**config.mk**
```make
export PLATFORM = sky130hd
export DESIGN_NAME = quad_bram_ctrl
export DESIGN_NICKNAME = d
export VERILOG_FILES = /design/src/ctrl_pkg.sv /design/src/geom_pkg.sv /design/src/delay_line.sv /design/src/job_ctrl.sv /design/src/pfb_reader.sv /design/src/pix_seq_reader.sv /design/src/quad_bram_ctrl.sv
export VERILOG_INCLUDE_DIRS = /design/src /design/src/include
export SDC_FILE = /design/constraint.sdc
export NUM_CORES = 1
export LEC_CHECK = 0
export ABC_AREA = 1
export CORE_MARGIN = 1
export CORE_UTILIZATION = 30
export DETAILED_ROUTE_END_ITERATION = 16
export DONT_BUFFER_PORTS = 1
export GPL_ROUTABILITY_DRIVEN = 0
export SYNTH_ARGS = -nofsm -noshare
export SYNTH_HDL_FRONTEND = slang
export SYNTH_HIERARCHICAL = 1
export SYNTH_SLANG_ARGS = --single-unit
```
**constraint.sdc**
```tcl
create_clock -name clk -period 3.6 [get_ports clk]
set_input_delay 0.9 -clock clk [delete_from_list [all_inputs] [get_ports clk]]
set_output_delay 0.9 -clock clk [all_outputs]
set_load 0.005 [all_outputs]
```
**src/include/accel_defs.svh**
```systemverilog
`ifndef ACCEL_DEFS_SVH
`define ACCEL_DEFS_SVH

// Words per BRAM
`define BRAM_DEPTH 1024

// Engine and compute element counts
`define NUM_AWE 2
`define NUM_CE_PER_AWE 4

// Sequence reads per output step
`define SEQ_STEP_CYCLES 5

// Sequence BRAM read latency in cycles
`define SEQ_RD_LATENCY 3

// Length of the job accept strobe
`define ACCEPT_STRETCH 5

// Input rows primed before execution starts
`define PRIME_ROWS 4

`endif

```
**src/ctrl_pkg.sv**
```systemverilog
`default_nettype none

package ctrl_pkg;

    // One-hot controller states
    typedef enum logic [5:0] {
        ST_IDLE      = 6'b000001,
        ST_PRIME     = 6'b000010,
        ST_WAIT_LOAD = 6'b000100,
        ST_ACTIVE    = 6'b001000,
        ST_FINISH    = 6'b010000,
        ST_DONE      = 6'b100000
    } ctrl_state_t;

    // What the controller asks of a read side
    typedef enum logic [1:0] {
        MODE_OFF    = 2'd0,
        MODE_PRIME  = 2'd1,
        MODE_ACTIVE = 2'd2,
        MODE_FINISH = 2'd3
    } side_mode_t;

endpackage

`default_nettype wire

```
**src/geom_pkg.sv**
```systemverilog
`default_nettype none

`include "accel_defs.svh"

package geom_pkg;

    // Map coordinates span half a BRAM
    localparam int COORD_W = $clog2(`BRAM_DEPTH) - 1;

    typedef logic [COORD_W-1:0] coord_t;
    typedef logic [8:0] pfb_count_t;
    typedef logic [11:0] seq_addr_t;

    // Phase within one output step
    typedef logic [2:0] step_t;

    // One execute bit per compute element
    typedef logic [`NUM_AWE*`NUM_CE_PER_AWE-1:0] ce_vec_t;

endpackage

`default_nettype wire

```
**src/delay_line.sv**
```systemverilog
`timescale 1ns/1ps
`default_nettype none

module delay_line #(
    parameter int DEPTH = 3,
    parameter type T = logic
) (
    input  wire clk,
    input  wire rst,
    input  wire T din,
    output T    dout
);

    T stage [DEPTH];

    always_ff @(posedge clk) begin
        if (rst) begin
            for (int i = 0; i < DEPTH; i++) begin
                stage[i] <= '0;
            end
        end else begin
            stage[0] <= din;
            for (int i = 1; i < DEPTH; i++) begin
                stage[i] <= stage[i-1];
            end
        end
    end

    assign dout = stage[DEPTH-1];

endmodule

`default_nettype wire

```
**src/job_ctrl.sv**
```systemverilog
`timescale 1ns/1ps
`default_nettype none

`include "accel_defs.svh"

module job_ctrl
    import ctrl_pkg::*;
(
    input  wire        clk,
    input  wire        rst,
    input  wire        job_start,
    output logic       job_accept,
    output logic       job_fetch_request,
    output logic       job_fetch_in_progress,
    input  wire        job_fetch_ack,
    input  wire        job_fetch_complete,
    output logic       job_complete,
    input  wire        job_complete_ack,
    input  wire        pfb_drained,
    input  wire        prime_done,
    input  wire        input_row_end,
    input  wire        row_step_done,
    input  wire        job_step_done,
    input  wire        ce_busy,
    output side_mode_t pfb_mode,
    output logic       fetch_done,
    output logic       seq_start,
    output logic       seq_run
);

    localparam int ACC_W = $clog2(`ACCEPT_STRETCH + 1);

    ctrl_state_t      state;
    ctrl_state_t      resume_state;
    logic [ACC_W-1:0] accept_cnt;

    assign job_accept = accept_cnt != '0;
    assign fetch_done = state == ST_WAIT_LOAD && job_fetch_complete && job_fetch_in_progress;
    assign seq_run    = state == ST_ACTIVE;

    // Waiting keeps the mode of the state it returns to
    always_comb begin
        case (state)
            ST_PRIME:     pfb_mode = MODE_PRIME;
            ST_WAIT_LOAD: pfb_mode = (resume_state == ST_PRIME) ? MODE_PRIME : MODE_FINISH;
            ST_ACTIVE:    pfb_mode = MODE_ACTIVE;
            ST_FINISH:    pfb_mode = MODE_FINISH;
            default:      pfb_mode = MODE_OFF;
        endcase
    end

    // Accept strobe stretched over a fixed count
    always_ff @(posedge clk) begin
        if (rst) begin
            accept_cnt <= '0;
        end else if (state == ST_IDLE && job_start) begin
            accept_cnt <= ACC_W'(`ACCEPT_STRETCH);
        end else if (accept_cnt != '0) begin
            accept_cnt <= accept_cnt - 1'b1;
        end
    end

    ////////////////////////////////////////////////////////////////////////////
    // Controller FSM
    ////////////////////////////////////////////////////////////////////////////
    always_ff @(posedge clk) begin
        if (rst) begin
            state                 <= ST_IDLE;
            resume_state          <= ST_PRIME;
            job_fetch_request     <= 1'b0;
            job_fetch_in_progress <= 1'b0;
            job_complete          <= 1'b0;
            seq_start             <= 1'b0;
        end else begin
            seq_start <= 1'b0;
            case (state)
                ST_IDLE: begin
                    if (job_start) begin
                        state <= ST_PRIME;
                    end
                end
                ST_PRIME: begin
                    if (prime_done) begin
                        seq_start <= 1'b1;
                        state     <= ST_ACTIVE;
                    end else if (pfb_drained) begin
                        resume_state <= ST_PRIME;
                        state        <= ST_WAIT_LOAD;
                    end
                end
                ST_WAIT_LOAD: begin
                    // Request once per load and hold it until acked
                    if (job_fetch_ack) begin
                        job_fetch_request     <= 1'b0;
                        job_fetch_in_progress <= 1'b1;
                    end else if (!job_fetch_in_progress) begin
                        job_fetch_request <= 1'b1;
                    end
                    if (fetch_done) begin
                        job_fetch_in_progress <= 1'b0;
                        state                 <= resume_state;
                    end
                end
                ST_ACTIVE: begin
                    if (job_step_done) begin
                        state <= ST_DONE;
                    end else if (row_step_done) begin
                        state <= ST_FINISH;
                    end
                end
                ST_FINISH: begin
                    if (pfb_drained && !input_row_end) begin
                        resume_state <= ST_FINISH;
                        state        <= ST_WAIT_LOAD;
                    end else if (!ce_busy) begin
                        seq_start <= 1'b1;
                        state     <= ST_ACTIVE;
                    end
                end
                ST_DONE: begin
                    if (job_complete_ack) begin
                        job_complete <= 1'b0;
                        state        <= ST_IDLE;
                    end else begin
                        job_complete <= 1'b1;
                    end
                end
                default: begin
                    state <= ST_IDLE;
                end
            endcase
        end
    end

endmodule

`default_nettype wire

```
**src/pfb_reader.sv**
```systemverilog
`timescale 1ns/1ps
`default_nettype none

`include "accel_defs.svh"

module pfb_reader
    import geom_pkg::*, ctrl_pkg::*;
(
    input  wire          clk,
    input  wire          rst,
    input  wire coord_t  num_input_cols,
    input  wire coord_t  num_input_rows,
    input  wire pfb_count_t pfb_full_count,
    input  wire          fetch_done,
    input  wire side_mode_t pfb_mode,
    input  wire          row_matric,
    input  wire          last_kernel,
    output logic         pfb_rden,
    output coord_t       input_row,
    output coord_t       input_col,
    output coord_t       row_matric_wr_addr,
    output logic         pfb_drained,
    output logic         prime_done,
    output logic         input_row_end
);

    pfb_count_t pfb_count;
    logic       pfb_avail;
    logic       row_rd;
    logic       rd_issue;

    // Words left once the read in flight has landed
    assign pfb_avail     = pfb_count > pfb_count_t'(pfb_rden);
    assign pfb_drained   = pfb_count == '0;
    assign prime_done    = input_row == coord_t'(`PRIME_ROWS - 1) &&
                           pfb_count == pfb_full_count;
    assign input_row_end = input_row == num_input_rows + coord_t'(1);

    always_comb begin
        row_rd   = 1'b0;
        rd_issue = 1'b0;
        case (pfb_mode)
            MODE_PRIME: begin
                rd_issue = pfb_avail && !prime_done;
            end
            MODE_ACTIVE, MODE_FINISH: begin
                // One word per row matrix slot, overlapped with execution
                row_rd   = row_matric && last_kernel && pfb_avail;
                rd_issue = row_rd;
            end
            default: begin
                rd_issue = 1'b0;
            end
        endcase
    end

    ////////////////////////////////////////////////////////////////////////////
    // Word count and read strobe
    ////////////////////////////////////////////////////////////////////////////
    always_ff @(posedge clk) begin
        if (rst) begin
            pfb_count <= '0;
            pfb_rden  <= 1'b0;
        end else begin
            pfb_rden <= rd_issue;
            if (fetch_done) begin
                pfb_count <= pfb_full_count;
            end else if (pfb_rden) begin
                pfb_count <= pfb_count - 1'b1;
            end
        end
    end

    ////////////////////////////////////////////////////////////////////////////
    // Input position and row matrix address
    ////////////////////////////////////////////////////////////////////////////
    always_ff @(posedge clk) begin
        if (rst || pfb_mode == MODE_OFF) begin
            input_row          <= '0;
            input_col          <= '0;
            row_matric_wr_addr <= '0;
        end else begin
            if (pfb_rden) begin
                if (input_col == num_input_cols) begin
                    input_col <= '0;
                    input_row <= input_row + 1'b1;
                end else begin
                    input_col <= input_col + 1'b1;
                end
            end
            if (row_rd) begin
                if (row_matric_wr_addr == num_input_cols) begin
                    row_matric_wr_addr <= '0;
                end else begin
                    row_matric_wr_addr <= row_matric_wr_addr + 1'b1;
                end
            end
        end
    end

endmodule

`default_nettype wire

```
**src/pix_seq_reader.sv**
```systemverilog
`timescale 1ns/1ps
`default_nettype none

`include "accel_defs.svh"

module pix_seq_reader
    import geom_pkg::*;
(
    input  wire         clk,
    input  wire         rst,
    input  wire coord_t num_input_cols,
    input  wire coord_t num_input_rows,
    input  wire         seq_start,
    input  wire         seq_run,
    input  wire         last_kernel,
    output logic        pix_seq_rden,
    output seq_addr_t   pix_seq_rd_addr,
    output ce_vec_t     ce_execute,
    output logic        row_step_done,
    output logic        job_step_done,
    output logic        ce_busy
);

    localparam int    CE_W      = $bits(ce_vec_t);
    localparam step_t LAST_STEP = step_t'(`SEQ_STEP_CYCLES - 1);

    seq_addr_t seq_full_count;
    seq_addr_t seq_count;
    step_t     step;
    step_t     step_d;
    coord_t    output_col;
    coord_t    output_row;
    coord_t    output_col_d;
    coord_t    output_row_d;
    logic      exec_start;
    logic      rden_lat;
    logic      row_end_d;

    // One output step per column, padding column included
    assign seq_full_count = seq_addr_t'(`SEQ_STEP_CYCLES) *
                            (seq_addr_t'(num_input_cols) + 12'd1);

    // Last execute is registered, so one stage less here
    delay_line #(.DEPTH(`SEQ_RD_LATENCY - 1), .T(logic)) u_exec_dly (
        .clk  (clk),
        .rst  (rst),
        .din  (pix_seq_rden),
        .dout (exec_start)
    );

    delay_line #(.DEPTH(`SEQ_RD_LATENCY), .T(logic)) u_rden_dly (
        .clk  (clk),
        .rst  (rst),
        .din  (pix_seq_rden),
        .dout (rden_lat)
    );

    delay_line #(.DEPTH(`SEQ_RD_LATENCY), .T(coord_t)) u_col_dly (
        .clk  (clk),
        .rst  (rst),
        .din  (output_col),
        .dout (output_col_d)
    );

    delay_line #(.DEPTH(`SEQ_RD_LATENCY), .T(coord_t)) u_row_dly (
        .clk  (clk),
        .rst  (rst),
        .din  (output_row),
        .dout (output_row_d)
    );

    delay_line #(.DEPTH(`SEQ_RD_LATENCY), .T(step_t)) u_step_dly (
        .clk  (clk),
        .rst  (rst),
        .din  (step),
        .dout (step_d)
    );

    ////////////////////////////////////////////////////////////////////////////
    // Sequence BRAM reads
    ////////////////////////////////////////////////////////////////////////////
    always_ff @(posedge clk) begin
        if (rst) begin
            seq_count       <= '0;
            pix_seq_rden    <= 1'b0;
            pix_seq_rd_addr <= '0;
        end else begin
            pix_seq_rden <= seq_run && !seq_start &&
                            seq_count > seq_addr_t'(pix_seq_rden);
            if (seq_start) begin
                seq_count <= seq_full_count;
            end else if (pix_seq_rden) begin
                seq_count <= seq_count - 1'b1;
            end
            if (pix_seq_rden) begin
                if (pix_seq_rd_addr == seq_full_count - 12'd1) begin
                    pix_seq_rd_addr <= '0;
                end else begin
                    pix_seq_rd_addr <= pix_seq_rd_addr + 1'b1;
                end
            end
        end
    end

    // Step phase, then output column, then output row
    always_ff @(posedge clk) begin
        if (rst) begin
            step       <= '0;
            output_col <= '0;
            output_row <= '0;
        end else if (pix_seq_rden) begin
            if (step == LAST_STEP) begin
                step <= '0;
                if (output_col == num_input_cols) begin
                    output_col <= '0;
                    if (last_kernel) begin
                        output_row <= (output_row == num_input_rows) ? '0
                                                                     : output_row + 1'b1;
                    end
                end else begin
                    output_col <= output_col + 1'b1;
                end
            end else begin
                step <= step + 1'b1;
            end
        end
    end

    ////////////////////////////////////////////////////////////////////////////
    // Execute strobes and step completion
    ////////////////////////////////////////////////////////////////////////////
    always_ff @(posedge clk) begin
        if (rst) begin
            ce_execute <= '0;
        end else begin
            ce_execute <= {ce_execute[CE_W-2:0], exec_start};
        end
    end

    assign ce_busy       = |ce_execute;
    assign row_end_d     = rden_lat && step_d == LAST_STEP && output_col_d == num_input_cols;
    assign row_step_done = row_end_d && output_row_d != num_input_rows;
    assign job_step_done = row_end_d && output_row_d == num_input_rows;

endmodule

`default_nettype wire

```
**src/quad_bram_ctrl.sv**
```systemverilog
`timescale 1ns/1ps
`default_nettype none

module quad_bram_ctrl
    import geom_pkg::*, ctrl_pkg::*;
(
    input  wire             clk,
    input  wire             rst,
    input  wire coord_t     num_input_cols,
    input  wire coord_t     num_input_rows,
    input  wire             job_start,
    input  wire             job_fetch_ack,
    input  wire             job_fetch_complete,
    input  wire             job_complete_ack,
    input  wire pfb_count_t pfb_full_count,
    input  wire             row_matric,
    input  wire             last_kernel,
    output logic            job_accept,
    output logic            job_fetch_request,
    output logic            job_fetch_in_progress,
    output logic            job_complete,
    output logic            pfb_rden,
    output coord_t          input_row,
    output coord_t          input_col,
    output coord_t          row_matric_wr_addr,
    output ce_vec_t         ce_execute,
    output logic            pix_seq_rden,
    output seq_addr_t       pix_seq_rd_addr
);

    side_mode_t pfb_mode;
    logic       fetch_done;
    logic       seq_start;
    logic       seq_run;
    logic       pfb_drained;
    logic       prime_done;
    logic       input_row_end;
    logic       row_step_done;
    logic       job_step_done;
    logic       ce_busy;

    // Input side
    pfb_reader u_pfb_reader (
        .clk                (clk),
        .rst                (rst),
        .num_input_cols     (num_input_cols),
        .num_input_rows     (num_input_rows),
        .pfb_full_count     (pfb_full_count),
        .fetch_done         (fetch_done),
        .pfb_mode           (pfb_mode),
        .row_matric         (row_matric),
        .last_kernel        (last_kernel),
        .pfb_rden           (pfb_rden),
        .input_row          (input_row),
        .input_col          (input_col),
        .row_matric_wr_addr (row_matric_wr_addr),
        .pfb_drained        (pfb_drained),
        .prime_done         (prime_done),
        .input_row_end      (input_row_end)
    );

    // Output side
    pix_seq_reader u_pix_seq_reader (
        .clk             (clk),
        .rst             (rst),
        .num_input_cols  (num_input_cols),
        .num_input_rows  (num_input_rows),
        .seq_start       (seq_start),
        .seq_run         (seq_run),
        .last_kernel     (last_kernel),
        .pix_seq_rden    (pix_seq_rden),
        .pix_seq_rd_addr (pix_seq_rd_addr),
        .ce_execute      (ce_execute),
        .row_step_done   (row_step_done),
        .job_step_done   (job_step_done),
        .ce_busy         (ce_busy)
    );

    job_ctrl u_job_ctrl (
        .clk                   (clk),
        .rst                   (rst),
        .job_start             (job_start),
        .job_accept            (job_accept),
        .job_fetch_request     (job_fetch_request),
        .job_fetch_in_progress (job_fetch_in_progress),
        .job_fetch_ack         (job_fetch_ack),
        .job_fetch_complete    (job_fetch_complete),
        .job_complete          (job_complete),
        .job_complete_ack      (job_complete_ack),
        .pfb_drained           (pfb_drained),
        .prime_done            (prime_done),
        .input_row_end         (input_row_end),
        .row_step_done         (row_step_done),
        .job_step_done         (job_step_done),
        .ce_busy               (ce_busy),
        .pfb_mode              (pfb_mode),
        .fetch_done            (fetch_done),
        .seq_start             (seq_start),
        .seq_run               (seq_run)
    );

endmodule

`default_nettype wire

```
==> results summary <==
The run finished with clean final reports. The mean post-synth cell area is ~6.9 sq um. The setup path with the least slack is of type input pin to flop.

The final HPWL from detailed placement is 19.4 mm. The via count of the routed design is 8,664. The count of nets left with antenna violations after detail routing is 0. After clock tree synthesis, the repair step resized 0 gates.

The total global routing track utilization is 15.6%. The synthesized area came out at 10,000 sq um. The die is 185 um wide. STA classifies the critical path endpoint as a flop. The total count of max-transition violations in the final report came to 0. The first TritonRoute pass finished after 5 iterations. The post-CTS setup repair buffer count came out at 0. The average wire length per cell after detail routing is ~13 um. The switching share of total power came out at 28.6%. Using the TritonRoute via totals, the vias-per-cell ratio works out to 4.52.

The library cell used most frequently in the layout, excluding fill and tap cells, is nand2_1. The total power consumption of the routed design came out at 4.33 mW. After clock tree synthesis, the clock-pin slew on the worst setup and hold paths is 70 ps.

Summed over all failing endpoints, the final setup total negative slack is 0 ps. The total of buffers placed on input and output ports came out at 0. STA classifies the critical path startpoint as an input pin. The number of core rows is 66. In this run the vertical extent of the chip is 185 um. For the pin with the worst max-slew slack, the measured transition is around 710 ps. The iteration-0 DRC count of the detailed router is around 540.

The number of maximum-capacitance constraint violations is 0. Per report_power, the sequential group accounts for 45.6% of the total. The number of nets in the final layout came out at 1,527. The largest driver fanout on the critical path is 13.

The part of the cycle the worst path needs came out at 91.4%. The share of async-settable or async-resettable flops after synthesis is 0%. The CTS buffer count came out at 17.

The clock sink count is ~170. The number of library cell types mapped by synthesis is 52. The wire length after detailed routing came out at approximately 25 mm. The post-synthesis register bit count came out at 174. The static leakage came out at roughly 4.6 nW. The TritonCTS clock tree is yes.

The power per cell area came out at just under 400 nW/um^2. After synthesis, the cell types taking the most area are dfxtp_1 35%, nand2_1 11%, inv_1 9.4%, nor2_1 8.5%, nand3_1 4.4%. The main flop type after synthesis is dfxtp_1. The largest net degree at the start of global routing is 109. The number of endpoints with negative hold slack in the final report was 0. The fraction of layout cells with a size suffix above 1 came out at 11.3%. The number of antenna diodes in the final layout is 0.

Buffers inserted to repair hold after CTS numbered 0. Global routing finished with a remaining overflow of 0. The number of antenna violations at the first check in global routing is 0. The internal power of the cells came out at around 3.1 mW.

The finished layout cell area came out at 11,000 sq um. The net count of the mapped netlist is between 1,500 and 2,000. The post-synthesis cell count is roughly 1,500. The total number of yosys warnings came out at 6. The latest clock arrival within the worst-skew pair came out at around 440 ps.

The via count of the first global-routing pass was 8,126. The post-synthesis to final-layout area growth is 10.1%. The cell area after placement is 10,500 sq um. The longest clock path from root to sink contains 2 buffers.

In this run the number of H-tree levels came out at 4. The starting density of the core came out at 30.6%. The first global-routing pass estimated 41.7 mm of wire. After detailed routing, the number of remaining DRC violations is 0. Cells fill 33.7% of the core in the end. The largest total area in the synthesized netlist belongs to dfxtp_1. In this run the standard cell core region covers 32,700 sq um.

The top cell types in the final layout, fill and taps aside, are 283 x nand2_1, 252 x inv_1, 225 x nor2_1. The number of primary I/O pins is 88. Between clock sinks in the finished design, the worst skew comes to 18.2 ps. The synthesized design devotes to its leading area cell type 34.8% of total area. Summing the sequential cell areas from Yosys gives a little over a third of the chip area. The peak supply drop is approximately 350 uV. For the worst setup path, the data required time is 3920 ps.

Setup violations remaining at the end of the flow were counted as 0. The clock period minus final worst setup slack came out at ~3300 ps. The type of the most critical hold path is flop to flop. The logic gate share of total power is 14.5%. In this run, synthesis inferred 0 flip-flops with an integrated enable. The worst slew slack as a fraction of its limit is 52.4%. Setup repair after global routing left no endpoint under its margin. Based on the critical path, the design can be clocked at up to roughly 300 MHz. The relative contribution of the clock network to total power is around 40%. The switching power of the nets is 1.24 mW. The arrival time reported for the critical path endpoint is between 3000 and 4000 ps.

The clock root buffer master is clkbuf_16. The total die area is 34,100 sq um.
[layer usage]
| metal | wire [um] | up-vias | GRT usage (%) |
|---|---|---|---|
| met4 | 303 | 0 | 4.23 |
| met1 | 11700 | 3946 | 19.4 |
| li1 | - | 4513 | - |
| met5 | 0 | - | 0 |
| met2 | 11800 | 187 | 26.3 |
| met3 | 1540 | 18 | 4.11 |
[cells by family after synthesis]
logic type / after synthesis / share of synthesized area [%]
and+or+nand+nor: 748 / 33.9
AOI/OAI and AO/OA: 115 / 7.00
buffers and inverters: 306 / 13.2
adders and majority gates: 30 / 3.82
xor gates and xnor gates: 81 / 7.31
DFF: 174 / 34.8
[final cells by class]
type	count	area, sq um
Sequential cell	174	3480
Multi-Input combinational cell	975	5240
Clock buffer	17	425
Timing Repair Buffer	32	240
Inverter	262	983
Tap cell	442	553
Clock inverter	13	108
Fill cell	3599	21700
[critical path, stage by stage]
cell and delay (ps):
ha_1 160, nand2_2 90, nor2_4 80, nand2_1 70, nor2_1 110, xor2_1 230
buf_4 160, xor2_1 150, ha_1 280, a21oi_1 200, nand3_1 100, nand2_1 80
nand2_1 110, inv_1 110, nand2_1 70, nand3_1 90, nand3_1 90, nor2_2 180
nand4_4 160, nand2_4 120, nor2_1 60
[Yosys cell counts, types with 3 or more instances]
master / number
o21ai_2: 3
nand3_2: 10
a31oi_1: 7
nand3_1: 89
buf_4: 24
nor3b_1: 4
xor2_1: 46
o21ai_1: 5
a21oi_1: 33
inv_2: 10
nand2_2: 31
nand4_1: 33
dfxtp_1: 174
o22ai_1: 3
nor3_1: 22
nand2_1: 283
a21oi_2: 10
o211ai_1: 3
nor2_4: 11
a211oi_1: 5
o21ai_0: 33
xnor2_1: 32
nor4_1: 8
clkbuf_1: 7
ha_1: 29
buf_6: 7
inv_1: 252
nor2_1: 227
a221oi_1: 3
nor2_2: 17
nand3b_1: 5
[metrics by stage]
| stage | instances | hold slack (ps) | setup slack [ps] |
|---|---|---|---|
| 6_report | 1915 | 401 | 310 |
| 3_3_place_gp | 1884 | 389 | -78.1 |
| 5_1_grt | 1915 | 419 | 3.86 |
| 4_1_cts | 1914 | 403 | 327 |
| 2_1_floorplan | 1454 | 388 | 11.3 |
| 3_5_place_dp | 1884 | 392 | -132 |
[registers in the layout (all words and copies together), names as in the netlist, 6 cells and up]
register                           cells
u_job_ctrl/state                       6
u_pfb_reader/input_col                 9
u_pfb_reader/input_row                 9
u_pfb_reader/pfb_count                 9
u_pfb_reader/row_matric_wr_addr        9
u_pix_seq_reader/ce_execute            8
u_pix_seq_reader/output_col            9
u_pix_seq_reader/output_row            9
u_pix_seq_reader/pix_seq_rd_addr      12
u_pix_seq_reader/seq_count            12
u_pix_seq_reader/u_col_dly/stage      27
u_pix_seq_reader/u_row_dly/stage      27
u_pix_seq_reader/u_step_dly/stage      9
[power groups by stage]
stage                     combinational (mW)  clock [mW]  sequential [mW]
after CTS                              0.626        1.78             1.97
after detailed placement               0.622           0             2.02
after global placement                 0.613           0             2.02
final                                  0.629        1.73             1.98
after floorplan                        0.479           0             2.02
after global routing                   0.722        1.87             1.98
[worst paths after layout]
kind                            depth (start not counted)                                              start  slack (ps)                                                  to
worst max-delay path                                   21                                  num_input_cols[0]         310    u_pix_seq_reader/pix_seq_rd_addr[0]$_SDFFE_PP0P_
worst max register to register                          8           u_pix_seq_reader/pix_seq_rden$_SDFF_PP0_        1160         u_pix_seq_reader/output_row[3]$_SDFFE_PP0P_
worst min-delay path                                    2  u_pix_seq_reader/u_row_dly/stage[0][6]$_SDFF_PP0_         400  u_pix_seq_reader/u_row_dly/stage[0][15]$_SDFF_PP0_
worst min register to register                          2  u_pix_seq_reader/u_row_dly/stage[0][6]$_SDFF_PP0_         400  u_pix_seq_reader/u_row_dly/stage[0][15]$_SDFF_PP0_
Power figures use the tool's default switching activity.
